<file path="src/include/cpu16_params.svh">
// Shared widths, register count, ALU operation codes and reset PC of the cpu16 core
`ifndef CPU16_PARAMS_SVH
`define CPU16_PARAMS_SVH

`define CPU16_WORD_W   16       // Data and address width
`define CPU16_NREG     16       // Register file depth
`define CPU16_RESET_PC 16'h0000 // First fetch address

// ALUF codes, 8 to 15 decode as MOV
`define ALU_MOV 3'd0 // Ra = arg
`define ALU_ADD 3'd1 // Ra = Ra + arg, C is carry out
`define ALU_SUB 3'd2 // Ra = Ra - arg, C is borrow
`define ALU_AND 3'd3
`define ALU_OR  3'd4
`define ALU_XOR 3'd5
`define ALU_SHL 3'd6 // Shift by arg[3:0], C is last bit out
`define ALU_SHR 3'd7 // Logical shift right

`endif

</file>
<file path="src/cpu16_pkg.sv">
// Types shared by the cpu16 blocks: words, register numbers, flags, phases, control and memory request
`include "cpu16_params.svh"

package cpu16_pkg;

	typedef logic [`CPU16_WORD_W-1:0]        word_t;    // Data or address word
	typedef logic [$clog2(`CPU16_NREG)-1:0]  reg_idx_t; // Register number
	typedef logic [3:0]                      flags_t;   // {C, Z, P, N}

	// Instruction phases, one instruction in flight
	typedef enum logic [1:0] {
		PH_FETCH   = 2'd0, // Waiting for the instruction word
		PH_DECODE  = 2'd1, // Register and decode
		PH_EXECUTE = 2'd2, // Register file and ALU work
		PH_COMMIT  = 2'd3  // Write back, waits on memory for load/store
	} phase_t;

	// Decoded control word handed to the execute unit
	typedef struct packed {
		logic [1:0] group;     // GPF
		logic [2:0] alu_op;    // ALU_* code
		logic       const_arg; // Use imm instead of Rb
		reg_idx_t   ra;        // Destination or store source
		reg_idx_t   rb;        // Second operand or address register
		logic [3:0] imm;       // 4-bit constant field
		logic       ld;        // Load from memory into Ra
		logic       st;        // Store Ra to memory
		logic       ldi;       // Load immediate into Ra
		logic [1:0] incdec;    // 01 post-inc, 10 post-dec of Rb
		logic       jump;      // Jump taken
		logic       rel;       // PC relative target
		logic       halt;      // Stop after commit
	} ctrl_t;

	// Data memory command
	typedef struct packed {
		logic  write; // 1 store, 0 load
		word_t addr;
		word_t wdata;
	} mem_req_t;

endpackage

</file>
<file path="src/cpu16_top.sv">
// Top level of the cpu16 core joining fetch, decode, execute and data memory port
`timescale 1ns/100ps

module cpu16_top import cpu16_pkg::*; (
	input  logic     CLK,
	input  logic     rst_n,
	input  logic     imem_ack,
	input  word_t    imem_data,
	input  logic     dmem_ack,
	input  word_t    dmem_rdata,
	output logic     imem_req,
	output word_t    imem_addr,
	output logic     dmem_req,
	output mem_req_t dmem_cmd,
	output logic     halted
);

	logic     fetch_go;
	logic     fetch_done;
	word_t    instr;
	word_t    pc;
	logic     pc_load;
	word_t    pc_target;
	flags_t   flags;
	logic     exec_go;
	ctrl_t    ctrl;
	logic     mem_go;
	mem_req_t mem_cmd;
	logic     mem_done;
	word_t    mem_rdata;

	fetch_unit fetch0 (
		.CLK(CLK), .rst_n(rst_n), .fetch_go(fetch_go), .pc_load(pc_load),
		.pc_target(pc_target), .imem_ack(imem_ack), .imem_data(imem_data),
		.imem_req(imem_req), .imem_addr(imem_addr), .fetch_done(fetch_done),
		.instr(instr), .pc(pc)
	);

	instruction_decode decode0 (
		.CLK(CLK), .rst_n(rst_n), .instr(instr), .fetch_done(fetch_done),
		.flags(flags), .mem_done(mem_done), .fetch_go(fetch_go),
		.exec_go(exec_go), .ctrl(ctrl), .halted(halted)
	);

	exec_unit exec0 (
		.CLK(CLK), .rst_n(rst_n), .exec_go(exec_go), .ctrl(ctrl), .pc(pc),
		.mem_done(mem_done), .mem_rdata(mem_rdata), .flags(flags),
		.pc_load(pc_load), .pc_target(pc_target), .mem_go(mem_go), .mem_cmd(mem_cmd)
	);

	mem_port mem0 (
		.CLK(CLK), .rst_n(rst_n), .mem_go(mem_go), .mem_cmd(mem_cmd),
		.dmem_ack(dmem_ack), .dmem_rdata(dmem_rdata), .mem_done(mem_done),
		.mem_rdata(mem_rdata), .dmem_req(dmem_req), .dmem_cmd(dmem_cmd)
	);

endmodule

</file>
<file path="src/exec_unit.sv">
// Execute unit with register file, ALU, condition flags, memory addressing and jump targets
`timescale 1ns/100ps
`include "cpu16_params.svh"

module exec_unit import cpu16_pkg::*; (
	input  logic     CLK,
	input  logic     rst_n,
	input  logic     exec_go,
	input  ctrl_t    ctrl,
	input  word_t    pc,        // Already incremented
	input  logic     mem_done,
	input  word_t    mem_rdata,
	output flags_t   flags,     // {C, Z, P, N}
	output logic     pc_load,
	output word_t    pc_target,
	output logic     mem_go,
	output mem_req_t mem_cmd
);

	word_t                 regs [`CPU16_NREG];
	word_t                 a_val;     // Ra
	word_t                 b_val;     // Rb or constant
	word_t                 imm_ext;   // Zero extended constant
	word_t                 alu_res;
	logic [`CPU16_WORD_W:0] alu_wide;  // Carry in the top bit
	logic [`CPU16_WORD_W:0] shr_wide;  // Right shift with a guard bit
	flags_t                alu_flags;

	assign imm_ext  = {{(`CPU16_WORD_W-4){1'b0}}, ctrl.imm};
	assign a_val    = regs[ctrl.ra];
	assign b_val    = ctrl.const_arg ? imm_ext : regs[ctrl.rb];
	assign shr_wide = {a_val, 1'b0} >> b_val[3:0]; // Bit 0 is last bit out

	always_comb begin
		alu_wide = {1'b0, b_val};
		case (ctrl.alu_op)
			`ALU_MOV: alu_wide = {1'b0, b_val};
			`ALU_ADD: alu_wide = {1'b0, a_val} + {1'b0, b_val};
			`ALU_SUB: alu_wide = {1'b0, a_val} - {1'b0, b_val}; // Top bit is borrow
			`ALU_AND: alu_wide = {1'b0, a_val & b_val};
			`ALU_OR:  alu_wide = {1'b0, a_val | b_val};
			`ALU_XOR: alu_wide = {1'b0, a_val ^ b_val};
			`ALU_SHL: alu_wide = {1'b0, a_val} << b_val[3:0];
			`ALU_SHR: alu_wide = {shr_wide[0], shr_wide[`CPU16_WORD_W:1]};
		endcase
	end

	assign alu_res = alu_wide[`CPU16_WORD_W-1:0];
	// P set on an even number of ones
	assign alu_flags = {alu_wide[`CPU16_WORD_W], alu_res == '0, ~^alu_res,
		alu_res[`CPU16_WORD_W-1]};

	always_ff @(posedge CLK) begin
		if (!rst_n) begin
			for (int i = 0; i < `CPU16_NREG; i++)
				regs[i] <= '0;
			flags   <= '0;
			pc_load <= 1'b0;
			mem_go  <= 1'b0;
		end else begin
			pc_load <= 1'b0;
			mem_go  <= 1'b0;
			if (exec_go) begin
				if (ctrl.group == 2'b11) begin
					regs[ctrl.ra] <= alu_res;
					flags         <= alu_flags; // Only group 3 touches flags
				end
				if (ctrl.ldi)
					regs[ctrl.ra] <= imm_ext;
				if (ctrl.ld || ctrl.st)
					mem_go <= 1'b1; // Transfer runs in commit
				pc_load <= ctrl.jump;
			end
			if (mem_done) begin
				if (ctrl.ld)
					regs[ctrl.ra] <= mem_rdata;
				if (ctrl.incdec == 2'b01)
					regs[ctrl.rb] <= regs[ctrl.rb] + word_t'(1); // Wins over load when Ra is Rb
				else if (ctrl.incdec == 2'b10)
					regs[ctrl.rb] <= regs[ctrl.rb] - word_t'(1);
			end
		end
	end

	// Jump target and memory command, sampled with exec_go
	always_ff @(posedge CLK) begin
		if (exec_go) begin
			pc_target <= ctrl.rel ? pc + regs[ctrl.rb] : regs[ctrl.rb];
			mem_cmd   <= '{write: ctrl.st, addr: regs[ctrl.rb], wdata: a_val};
		end
	end

endmodule

</file>
<file path="src/fetch_unit.sv">
// Instruction fetch unit holding the program counter and reading words over a four-phase port
`timescale 1ns/100ps
`include "cpu16_params.svh"

module fetch_unit import cpu16_pkg::*; (
	input  logic  CLK,
	input  logic  rst_n,
	input  logic  fetch_go,   // Fetch strobe from decoder
	input  logic  pc_load,    // Taken jump
	input  word_t pc_target,  // Jump destination
	input  logic  imem_ack,
	input  word_t imem_data,
	output logic  imem_req,
	output word_t imem_addr,
	output logic  fetch_done, // One cycle, instr valid with it
	output word_t instr,
	output word_t pc          // Next fetch address
);

	typedef enum logic [1:0] {
		F_IDLE, // No transfer
		F_REQ,  // req high, waiting for ack
		F_REL   // req dropped, waiting for ack low
	} fstate_t;

	fstate_t state;
	logic    go_pend; // Strobe held until the port is free
	logic    start;   // Raise req this cycle
	logic    got_ack; // Data accepted this cycle

	assign start     = (state == F_IDLE) && (fetch_go || go_pend) && !imem_ack;
	assign got_ack   = (state == F_REQ) && imem_ack;
	assign imem_addr = pc; // PC only moves after req has dropped

	always_ff @(posedge CLK) begin
		if (!rst_n) begin
			state      <= F_IDLE;
			go_pend    <= 1'b0;
			imem_req   <= 1'b0;
			fetch_done <= 1'b0;
			pc         <= `CPU16_RESET_PC;
		end else begin
			fetch_done <= got_ack;
			if (start)
				go_pend <= 1'b0;
			else if (fetch_go)
				go_pend <= 1'b1; // Ack still high or transfer busy
			if (pc_load)
				pc <= pc_target;
			else if (got_ack)
				pc <= pc + word_t'(1); // Word addressed
			case (state)
				F_IDLE: if (start) begin
					imem_req <= 1'b1;
					state    <= F_REQ;
				end
				F_REQ: if (imem_ack) begin
					imem_req <= 1'b0; // Data captured, release
					state    <= F_REL;
				end
				F_REL: if (!imem_ack)
					state <= F_IDLE;
				default: state <= F_IDLE;
			endcase
		end
	end

	// Instruction word, valid from fetch_done on
	always_ff @(posedge CLK) begin
		if (got_ack)
			instr <= imem_data;
	end

endmodule

</file>
<file path="src/instruction_decode.sv">
// Instruction decoder sequencing fetch, decode, execute and commit and building the control word
`timescale 1ns/100ps
`include "cpu16_params.svh"

module instruction_decode import cpu16_pkg::*; (
	input  logic   CLK,
	input  logic   rst_n,
	input  word_t  instr,      // Held by the fetch unit
	input  logic   fetch_done,
	input  flags_t flags,      // {C, Z, P, N}
	input  logic   mem_done,
	output logic   fetch_go,   // One cycle in PH_FETCH
	output logic   exec_go,    // Whole PH_EXECUTE cycle
	output ctrl_t  ctrl,
	output logic   halted
);

	phase_t     phase;
	logic       fetch_sent; // Strobe already given this fetch
	logic       is_mem;     // Commit waits for memory
	logic       flag_sel;   // Flag chosen by CCF
	ctrl_t      dec;        // Decode of the current word
	logic [1:0] gpf;
	logic [2:0] sysf;
	logic [1:0] incf;
	logic [1:0] ldsf;
	logic [1:0] modef;
	logic [1:0] skipf;
	logic [1:0] jpf;
	logic [1:0] ccf;
	logic [3:0] aluf;
	logic [1:0] argf;

	// Group fields, positions per format
	assign gpf   = instr[15:14];
	assign sysf  = instr[13:11];
	assign incf  = instr[13:12];
	assign ldsf  = instr[11:10];
	assign modef = instr[9:8];
	assign skipf = instr[13:12];
	assign jpf   = instr[11:10];
	assign ccf   = instr[9:8];
	assign aluf  = instr[13:10];
	assign argf  = instr[9:8];

	always_comb begin
		case (ccf)
			2'b00:   flag_sel = flags[3]; // Carry
			2'b01:   flag_sel = flags[2]; // Zero
			2'b10:   flag_sel = flags[1]; // Parity
			default: flag_sel = flags[0]; // Negative
		endcase
	end

	always_comb begin
		dec       = '0;
		dec.group = gpf;
		dec.ra    = instr[7:4];
		dec.rb    = instr[3:0];
		dec.imm   = instr[3:0];
		case (gpf)
			2'b00: dec.halt = (sysf == 3'b001); // Other SYSF codes are NOP
			2'b01: begin
				dec.incdec = incf;
				dec.ldi    = (modef == 2'b01); // No memory access
				dec.st     = !dec.ldi && ldsf[0];
				dec.ld     = !dec.ldi && !ldsf[0];
			end
			2'b10: begin
				// SKIPF[1] conditional, SKIPF[0] jump on flag set
				dec.jump = skipf[1] ? (skipf[0] ? flag_sel : !flag_sel) : 1'b1;
				dec.rel  = jpf[0];
			end
			default: begin
				dec.alu_op    = aluf[3] ? `ALU_MOV : aluf[2:0]; // 8..15 fold to MOV
				dec.const_arg = argf[0];
			end
		endcase
	end

	assign fetch_go = (phase == PH_FETCH) && !fetch_sent && !halted;
	assign exec_go  = (phase == PH_EXECUTE);
	assign is_mem   = ctrl.ld || ctrl.st;

	always_ff @(posedge CLK) begin
		if (!rst_n) begin
			phase      <= PH_FETCH;
			fetch_sent <= 1'b0;
			halted     <= 1'b0;
			ctrl       <= '0; // Decodes as NOP
		end else begin
			case (phase)
				PH_FETCH: begin
					if (fetch_go)
						fetch_sent <= 1'b1;
					if (fetch_done) begin
						fetch_sent <= 1'b0;
						phase      <= PH_DECODE;
					end
				end
				PH_DECODE: begin
					ctrl  <= dec; // Flags are settled by now
					phase <= PH_EXECUTE;
				end
				PH_EXECUTE: phase <= PH_COMMIT;
				default: if (!is_mem || mem_done) begin
					halted <= halted || ctrl.halt; // Blocks further fetches
					phase  <= PH_FETCH;
				end
			endcase
		end
	end

endmodule

</file>
<file path="src/mem_port.sv">
// Data memory master running load and store transfers over a four-phase req/ack port
`timescale 1ns/100ps

module mem_port import cpu16_pkg::*; (
	input  logic     CLK,
	input  logic     rst_n,
	input  logic     mem_go,     // Start strobe from execute unit
	input  mem_req_t mem_cmd,
	input  logic     dmem_ack,
	input  word_t    dmem_rdata,
	output logic     mem_done,   // One cycle after ack falls
	output word_t    mem_rdata,
	output logic     dmem_req,
	output mem_req_t dmem_cmd    // Stable while req is high
);

	typedef enum logic [1:0] {
		M_IDLE, // Ack already low here
		M_REQ,  // req high, waiting for ack
		M_REL   // req dropped, waiting for ack low
	} mstate_t;

	mstate_t state;

	always_ff @(posedge CLK) begin
		if (!rst_n) begin
			state    <= M_IDLE;
			dmem_req <= 1'b0;
			mem_done <= 1'b0;
		end else begin
			mem_done <= 1'b0;
			case (state)
				M_IDLE: if (mem_go) begin
					dmem_req <= 1'b1;
					state    <= M_REQ;
				end
				M_REQ: if (dmem_ack) begin
					dmem_req <= 1'b0; // Read data taken this edge
					state    <= M_REL;
				end
				M_REL: if (!dmem_ack) begin
					mem_done <= 1'b1; // Port free for the next command
					state    <= M_IDLE;
				end
				default: state <= M_IDLE;
			endcase
		end
	end

	always_ff @(posedge CLK) begin
		if (state == M_IDLE && mem_go)
			dmem_cmd <= mem_cmd;
		if (state == M_REQ && dmem_ack)
			mem_rdata <= dmem_rdata; // Ignored on stores
	end

endmodule

</file>
<file path="config.mk">
export PLATFORM = sky130hd
export DESIGN_NAME = cpu16_top
export DESIGN_NICKNAME = d
export VERILOG_FILES = /design/src/cpu16_pkg.sv /design/src/cpu16_top.sv /design/src/exec_unit.sv /design/src/fetch_unit.sv /design/src/instruction_decode.sv /design/src/mem_port.sv
export VERILOG_INCLUDE_DIRS = /design/src /design/src/include
export SDC_FILE = /design/constraint.sdc
export NUM_CORES = 1
export LEC_CHECK = 0
export BUFFER_PORTS_ARGS = -buffer_cell sky130_fd_sc_hd__buf_2
export CAP_MARGIN = 20
export CORE_MARGIN = 2
export CORE_UTILIZATION = 27
export DETAILED_ROUTE_END_ITERATION = 16
export SLEW_MARGIN = 20
export SYNTH_ARGS = -nofsm -noshare
export SYNTH_HDL_FRONTEND = slang
export SYNTH_SLANG_ARGS = --single-unit
</file>
<file path="constraint.sdc">
create_clock -name CLK -period 6.7 [get_ports CLK]
set_input_delay 0.67 -clock CLK [delete_from_list [all_inputs] [get_ports CLK]]
set_output_delay 0.67 -clock CLK [all_outputs]
set_load 0.03 [all_outputs]
</file>
==> results of run 1 <==
synth_stat cells (5+ instances only):
| master | number |
|---|---|
| a211o_1 | 9 |
| a211oi_1 | 18 |
| a21o_1 | 17 |
| a21oi_1 | 102 |
| a221oi_1 | 5 |
| a22o_1 | 7 |
| a22oi_1 | 5 |
| a31oi_1 | 17 |
| and2_1 | 20 |
| and3_1 | 20 |
| buf_1 | 10 |
| buf_2 | 31 |
| buf_4 | 15 |
| buf_6 | 26 |
| clkbuf_1 | 97 |
| dfxtp_1 | 65 |
| edfxtp_1 | 370 |
| ha_1 | 92 |
| inv_1 | 58 |
| inv_2 | 8 |
| mux2_2 | 13 |
| mux2i_1 | 49 |
| mux4_2 | 142 |
| nand2_1 | 121 |
| nand2b_1 | 16 |
| nand3_1 | 80 |
| nand4_1 | 8 |
| nor2_1 | 126 |
| nor2b_1 | 22 |
| nor3_1 | 36 |
| nor3b_1 | 8 |
| o211ai_1 | 10 |
| o21a_1 | 7 |
| o21ai_0 | 62 |
| o21ai_1 | 17 |
| o21bai_1 | 6 |
| o221ai_1 | 8 |
| o22ai_1 | 243 |
| o22ai_2 | 30 |
| o2bb2a_1 | 5 |
| o31ai_1 | 5 |
| or2_2 | 6 |
| or3_1 | 6 |
| xnor2_1 | 46 |
| xor2_1 | 25 |
per-stage QoR:
step / power [mW] / util (%) / cells
floorplan: 6.04 / - / 2209
detailed placement: 7.16 / 29.2 / 3485
global placement: 7.15 / 29.2 / 3484
CTS: 9.79 / 30.8 / 3573
global route: 10.3 / 30.9 / 3576
finish: 9.91 / 30.9 / 3576
final timing paths:
path	endpoint	slack, ns	cells past startpoint
worst max-delay path	exec0.regs[14][15]$_DFFE_PP_	0.30	24
worst min-delay path	mem0.mem_rdata[5]$_DFFE_PP_	0.25	1
worst max register to register	exec0.regs[14][15]$_DFFE_PP_	0.30	24
worst min register to register	mem0.dmem_cmd[16]$_DFFE_PP_	0.39	0
flip-flops by register name, indices dropped and copies added (netlist names), 16 cells and up, named ones only:
register,cells
exec0.regs,256
decode0.ctrl,22
mem0.mem_rdata,16
mem0.dmem_cmd,33
fetch0.imem_addr,16
exec0.mem_cmd,33
fetch0.instr,16
exec0.pc_target,16
cells by family after synthesis:
kind of cell,synth area share [%]
muxes,14.7
DFF,46.8
xor gates and xnor gates,2.35
buffers and inverters,4.93
adders and majority gates,4.57
and+or+nand+nor,9.28
AOI/OAI and AO/OA,17.3
cell type report:
cell class / count / area share (%)
well taps: 1276 / 5.32
clock buffers: 62 / 4.28
repair buffers: 187 / 4.20
clock inverters: 26 / 0.876
inverters: 71 / 0.897
multi-input cells: 1519 / 43.0
flip-flops and latches: 435 / 41.4
worst register-to-register path, stage by stage, from the launching register on:
cell and delay [ns]:
dfxtp_4 0.58, buf_4 0.23, mux4_2 0.50, mux2_2 0.27, o21ai_0 0.59, buf_4 0.23
inv_1 0.10, nand2_1 0.25, inv_1 0.16, nor4_1 0.40, o21ai_0 0.20, nor2_1 0.18
xnor2_1 0.14, ha_1 0.29, nor2b_1 0.16, nand2_1 0.05, o21ai_0 0.08, a21oi_1 0.18
o31ai_1 0.09, a221o_1 0.29, o32ai_2 0.34, buf_4 0.19, o2bb2a_1 0.15, buf_4 0.30
o22ai_1 0.17
routing by layer:
metal  routed length [microns]  up-vias
met2                     43600     1537
met5                         0        -
met1                     37900    10500
met3                     11500      325
li1                          -     8864
met4                      5410        0
power breakdown:
group	switching [mW]	leakage (nW)	internal [mW]	total, mW
Clock	1.17	0.763	1.49	2.65
Sequential	0.118	4.20	3.08	3.19
Combinational	2.64	5.30	1.42	4.06
what timing repair did:
item,CTS,global route
gates resized for setup,0,0
setup endpoints to repair,0,17
setup buffers,0,1
==> results by group, run 1 <==
Yosys
  – Cells after Synth: 2209
  – Synth cell types: 113
  – Most used DFF post-synth: edfxtp_1
  – Syn Area/Cell: 12.0 sq um
  – Synth Register Bits: 435
  – Ys Warns: 0
  – Largest cells by area after synthesis: edfxtp_1 (42%), mux4_2 (12%), o22ai_1 (5.7%)
  – Syn Nets: approximately 2300
  – Async SR Flop Fraction: 0%
  – Post-synth top area cell: edfxtp_1
  – EDFF count, synth: 370
  – Top-area cell type share of the netlist area: 41.9%
  – Post-Syn Area: 0.0265 sq mm
  – Sequential fraction of the synthesis area: 46.8%

CTS
  – H-tree Lvls: 2
  – Max Root-Sink Buffers: 3
  – CTS Root Buffer Type: clkbuf_16
  – Clock latency on the worst-skew pair: 0.63 ns
  – Clock transition at path regs: 0.06 ns
  – Total CTS buffers: between 40 and 50
  – Hold_buf cts: 0
  – Clock sink count: approximately 440
  – CTS tree: yes

Layout
  – Final instance area: 0.0300 sq mm
  – Synthesis-to-finish area growth: 13.1%
  – Most frequent cells in the layout: edfxtp_1 (370), o22ai_1 (243), mux4_2 (142)
  – NumNets Final: 2392
  – Fillers: 9817
  – Multi-input logic area: 0.0129 sq mm
  – Ant diodes: 0
  – Share of layout cells above drive strength 1: 22.8%
  – Reg area: 0.0124 sq mm
  – Commonest non-fill, non-tap cell in the layout: edfxtp_1

Floorplanning
  – Row count: 114
  – # IOs: 88
  – Die area: 0.101 sq mm
  – Die W: around 320 microns
  – Die Ht: ~320 microns
  – Core area: 0.0970 sq mm
  – Starting density of the core: roughly 27%

Worst setup path
  – CP Data Arrival Time: approximately 6.7 ns
  – Critical Path End Type: flip-flop
  – Buf/Inv on CP: 6
  – Critical path's largest stage delay: 0.59 ns
  – CP Class: flip-flop to flip-flop
  – CP Max Fanout: 16
  – Most frequent CP cell: buf_4
  – Crit path launch type: flip-flop
  – Crit path required time: roughly 7.0 ns
  – Critical path, cell by cell: buf_4 > mux4_2 > mux2_2 > o21ai_0 > buf_4 > inv_1 > nand2_1 > inv_1 > nor4_1 > o21ai_0 > nor2_1 > xnor2_1 > ha_1 > nor2b_1 > nand2_1 > o21ai_0 > a21oi_1 > o31ai_1 > a221o_1 > o32ai_2 > buf_4 > o2bb2a_1 > buf_4 > o22ai_1
  – Crit path max-delay family: compound AO/OA/AOI/OAI gates
  – Slowest CP cell: o21ai_0

Detailed routing
  – Drt via density: 5.94
  – Antenna-violating nets left: 0
  – First-pass DRT Iterations: 6
  – Starting DRT DRC Count: 2970
  – Post-Route WL: 98.5 mm
  – WL/cell: 27.5 microns
  – DRC viols: 0
  – Vias after detailed routing: ~21000

Pwr
  – Pwr Density: 330 mW/mm^2
  – Pleak: 10.3 nW
  – Worst vdd ir: 0.179 mV

Timing
  – Final setup margin: 0.298 ns
  – Final Cycle Share: 95.6%
  – Max_slew headroom: 17.8%
  – Final Max Tran Viols: 0
  – Final hold vios: 0
  – Crit path time final: roughly 6.4 ns
  – Pin slew with the least headroom to its limit: around 1.2 ns
  – RSZ-0062 raised after global routing: no
  – Max frequency: 0.156 GHz
  – Setup TNS: 0 ns
  – Final hold slack: roughly 0.25 ns
  – Setup-failing EPs final: 0
  – Worst Skew: a little over 0.05 ns

Global routing
  – Antenna violations before repair: 0
  – All-Layer GR Usage: 19.0%
  – Met3 Resource Use GR: 4.06%
  – First-pass GRT wire length: roughly 140 mm
  – Met1 Resource Use GR: around 26%
  – Congestion Overflow GR: 0
  – Number of global-route vias before repair: 20400
  – Largest net degree at the start of global routing: 57
  – Grt peak-use layer: met2
  – Met2 usage: 29.0%

Flow run
  – Max Cap Viol: 0

Hold path
  – Worst hold path class: primary input to flip-flop
  – Min-delay src: dmem_rdata[5]

Status
  – Status: complete, no violations

Placement
  – Placed Area: between 0.02 and 0.03 sq mm
  – Place WS: 0.255 ns
  – Final GP Congestion: 1.01
  – Dpl hpwl: 67.2 mm
  – Port buffer count: 87
(Power assumes the default switching activity.)
==> inputs of run 2 (changes only) <==
--- a/config.mk
+++ b/config.mk
@@ -11,6 +11,7 @@
 export CORE_MARGIN = 2
 export CORE_UTILIZATION = 27
 export DETAILED_ROUTE_END_ITERATION = 16
+export HOLD_SLACK_MARGIN = 0.05
 export SLEW_MARGIN = 20
 export SYNTH_ARGS = -nofsm -noshare
 export SYNTH_HDL_FRONTEND = slang
==> constraint.sdc (replaced) <==
create_clock -name CLK -period 6.7 [get_ports CLK]
set_input_delay 0 -clock CLK [delete_from_list [all_inputs] [get_ports CLK]]
set_output_delay 0 -clock CLK [all_outputs]
set_load 0.01 [all_outputs]
==> run 2 against run 1 <==
Utilization grew 0.45 points; sequential power about the same; global-route usage increased by 0.50 points; setup slack improved by 0.081 ns; critical path depth unchanged; clock-buffer cell count rose by 1; final cell count up 1.2%; largest power group unchanged; critical endpoint is now exec0.flags[1]$_SDFFE_PN0P_; flip-flop and latch count stayed put.
==> results by group, run 2 (synthesis results as in run 1) <==
Detailed routing
  – WL/cell: 27.9 microns (was 27.5 microns)
  – Antenna-violating nets left: 0 (unchanged)
  – Drt via density: 5.93 (was 5.94)
  – Vias after detailed routing: 21500 (was 21200)
  – Post-Route WL: 101 mm (was 98.5 mm)
  – First-pass DRT Iterations: 6 (unchanged)
  – DRC viols: 0 (unchanged)
  – Starting DRT DRC Count: 3111 (was 2970)

Timing
  – Final Max Tran Viols: 0 (unchanged)
  – Final Cycle Share: 94.3% (was 95.6%)
  – Max frequency: 0.158 GHz (was 0.156 GHz)
  – Final hold vios: 0 (unchanged)
  – Setup TNS: 0 ns (unchanged)
  – Max_slew headroom: 13.2% (was 17.8%)
  – Setup-failing EPs final: 0 (unchanged)
  – Crit path time final: 6.32 ns (was 6.40 ns)
  – RSZ-0062 raised after global routing: no (unchanged)
  – Pin slew with the least headroom to its limit: 1.30 ns (was 1.23 ns)
  – Final hold slack: 0.127 ns (was 0.249 ns)
  – Final setup margin: 0.379 ns (was 0.298 ns)
  – Worst Skew: 0.0352 ns (was 0.0504 ns)

Worst setup path
  – FF-to-FF setup slack: 0.38 ns (was 0.30 ns)
  – Critical Path End Type: flip-flop (unchanged)
  – Crit path required time: 7.16 ns (was 7.01 ns)
  – Crit path launch type: flip-flop (unchanged)
  – CP Data Arrival Time: 6.78 ns (was 6.71 ns)
  – CP Max Fanout: 15 (was 16)
  – CP Class: flip-flop to flip-flop (unchanged)

Floorplanning
  – # IOs: 88 (unchanged)
  – Die area: 0.101 sq mm (unchanged)
  – Die W: 317 microns (unchanged)
  – Row count: 114 (unchanged)
  – Die Ht: 317 microns (unchanged)
  – Starting density of the core: 27.3% (unchanged)
  – Core area: 0.0970 sq mm (unchanged)

Hold path
  – Worst hold path class: primary input to flip-flop (unchanged)
  – Min-delay src: rst_n (was dmem_rdata[5])

Layout
  – Commonest non-fill, non-tap cell in the layout: edfxtp_1 (unchanged)
  – Top flop regs: exec0.regs x256, exec0.mem_cmd x33, mem0.dmem_cmd x33 (unchanged)
  – NumNets Final: 2431 (was 2392)
  – Layout Cells excl Fill: 3619 (was 3576)
  – Most frequent cells in the layout: edfxtp_1 (370), o22ai_1 (243), mux4_2 (142) (unchanged)
  – Fin util: 31.4% (was 30.9%)
  – Biggest register: exec0.regs (unchanged)
  – Max FFs per register: 256 (unchanged)
  – Synthesis-to-finish area growth: 14.7% (was 13.1%)
  – Final instance area: 0.0304 sq mm (was 0.0300 sq mm)
  – Share of layout cells above drive strength 1: 22.6% (was 22.8%)

Global routing
  – Largest net degree at the start of global routing: 54 (was 57)
  – Grt peak-use layer: met2 (unchanged)
  – Congestion Overflow GR: 0 (unchanged)
  – First-pass GRT wire length: 145 mm (was 141 mm)
  – Number of global-route vias before repair: 20600 (was 20400)
  – Antenna violations before repair: 0 (unchanged)
  – All-Layer GR Usage: 19.5% (was 19.0%)
  – Met3 Resource Use GR: 4.45% (was 4.06%)
  – Met1 Resource Use GR: 26.2% (was 25.6%)
  – Met2 usage: 30.0% (was 29.0%)

CTS
  – Total CTS buffers: 47 (unchanged)
  – Clock sink count: 435 (unchanged)
  – Max Root-Sink Buffers: 3 (unchanged)
  – CTS tree: yes (unchanged)
  – Clock latency on the worst-skew pair: 0.61 ns (was 0.63 ns)
  – H-tree Lvls: 2 (unchanged)
  – Clock transition at path regs: 0.07 ns (was 0.06 ns)
  – CTS Root Buffer Type: clkbuf_16 (unchanged)

Pwr
  – Pleak: 10.4 nW (was 10.3 nW)
  – Total power draw: 9.96 mW (was 9.91 mW)
  – Worst vdd ir: 0.178 mV (was 0.179 mV)
  – Pwr Density: 327 mW/mm^2 (was 330 mW/mm^2)

Placement
  – Final GP Congestion: 1.01 (about the same)
  – Place WS: 0.177 ns (was 0.255 ns)
  – Placed Instances: 3491 (was 3485)
  – Port buffer count: 87 (unchanged)
  – Placed Area: 0.0285 sq mm (was 0.0284 sq mm)
  – Dpl hpwl: 69.5 mm (was 67.2 mm)

Flow run
  – Max Cap Viol: 0 (unchanged)

Status
  – Status: complete, no violations (unchanged)
-- run 2: changes by cell type in the layout (fill, tap and decap cells not counted), sizes merged --
| cell | change |
|---|---|
| clkinvlp | +1 |
| bufinv | -1 |
| clkinv | -1 |
| clkbuf | +1 |
| buf | +5 |
| dlygate4sd3 | +34 |
| diode | +4 |
-- run 2: layout make-up --
cell class	count	area [sq um]
Inverter	71	269
Clock buffer	63	1320
Sequential cell	435	12400
Fill cell	9731	66600
Timing Repair Buffer	226	1690
Multi-Input combinational cell	1519	12900
Clock inverter	25	214
Antenna cell	4	10.0
Tap cell	1276	1600
-- run 2: timing repair --
item,4_1_cts,5_1_grt
resized for setup,0,3
endpoints found under the hold margin,47,0
endpoints found under the setup margin,0,34
buffers inserted,0,1
hold buffers,34,0
-- run 2: path summary, 6_finish.rpt --
kind                                  end  cells after the start
max           exec0.flags[1]$_SDFFE_PN0P_                     24
min reg2reg   mem0.dmem_cmd[17]$_DFFE_PP_                      0
min          fetch0.state[0]$_SDFFE_PN0P_                      2
max reg2reg   exec0.flags[1]$_SDFFE_PN0P_                     24
-- run 2: critical path: stages, from the launching register on --
cell and delay [ns]:
dfxtp_4 0.61, mux4_2 0.56, mux2_2 0.28, o21ai_1 0.44, buf_4 0.21, inv_1 0.11
nand2_1 0.25, inv_1 0.15, nor4_1 0.45, o21ai_0 0.22, nor2_1 0.20, xnor2_1 0.14
ha_1 0.29, nor2b_1 0.16, nand2_1 0.05, o21ai_0 0.12, a21oi_1 0.23, o31ai_1 0.10
a221o_1 0.29, o32ai_2 0.39, ha_1 0.31, xor2_1 0.18, xnor2_1 0.15, xnor2_1 0.17
a22oi_1 0.11
-- run 2: where the power goes --
part / switching (mW) / internal [mW] / leakage [nW]
logic: 2.67 / 1.47 / 5.49
registers: 0.145 / 3.08 / 4.20
clock network: 1.13 / 1.47 / 0.746
-- run 2: layer usage --
metal / wire length [microns] / share of wire (%) / up-vias
li1: - / - / 8974
met1: 39400 / 39 / 10600
met2: 44500 / 44 / 1551
met3: 12100 / 12 / 310
met4: 5130 / 5.1 / 0
met5: 0 / 0 / -
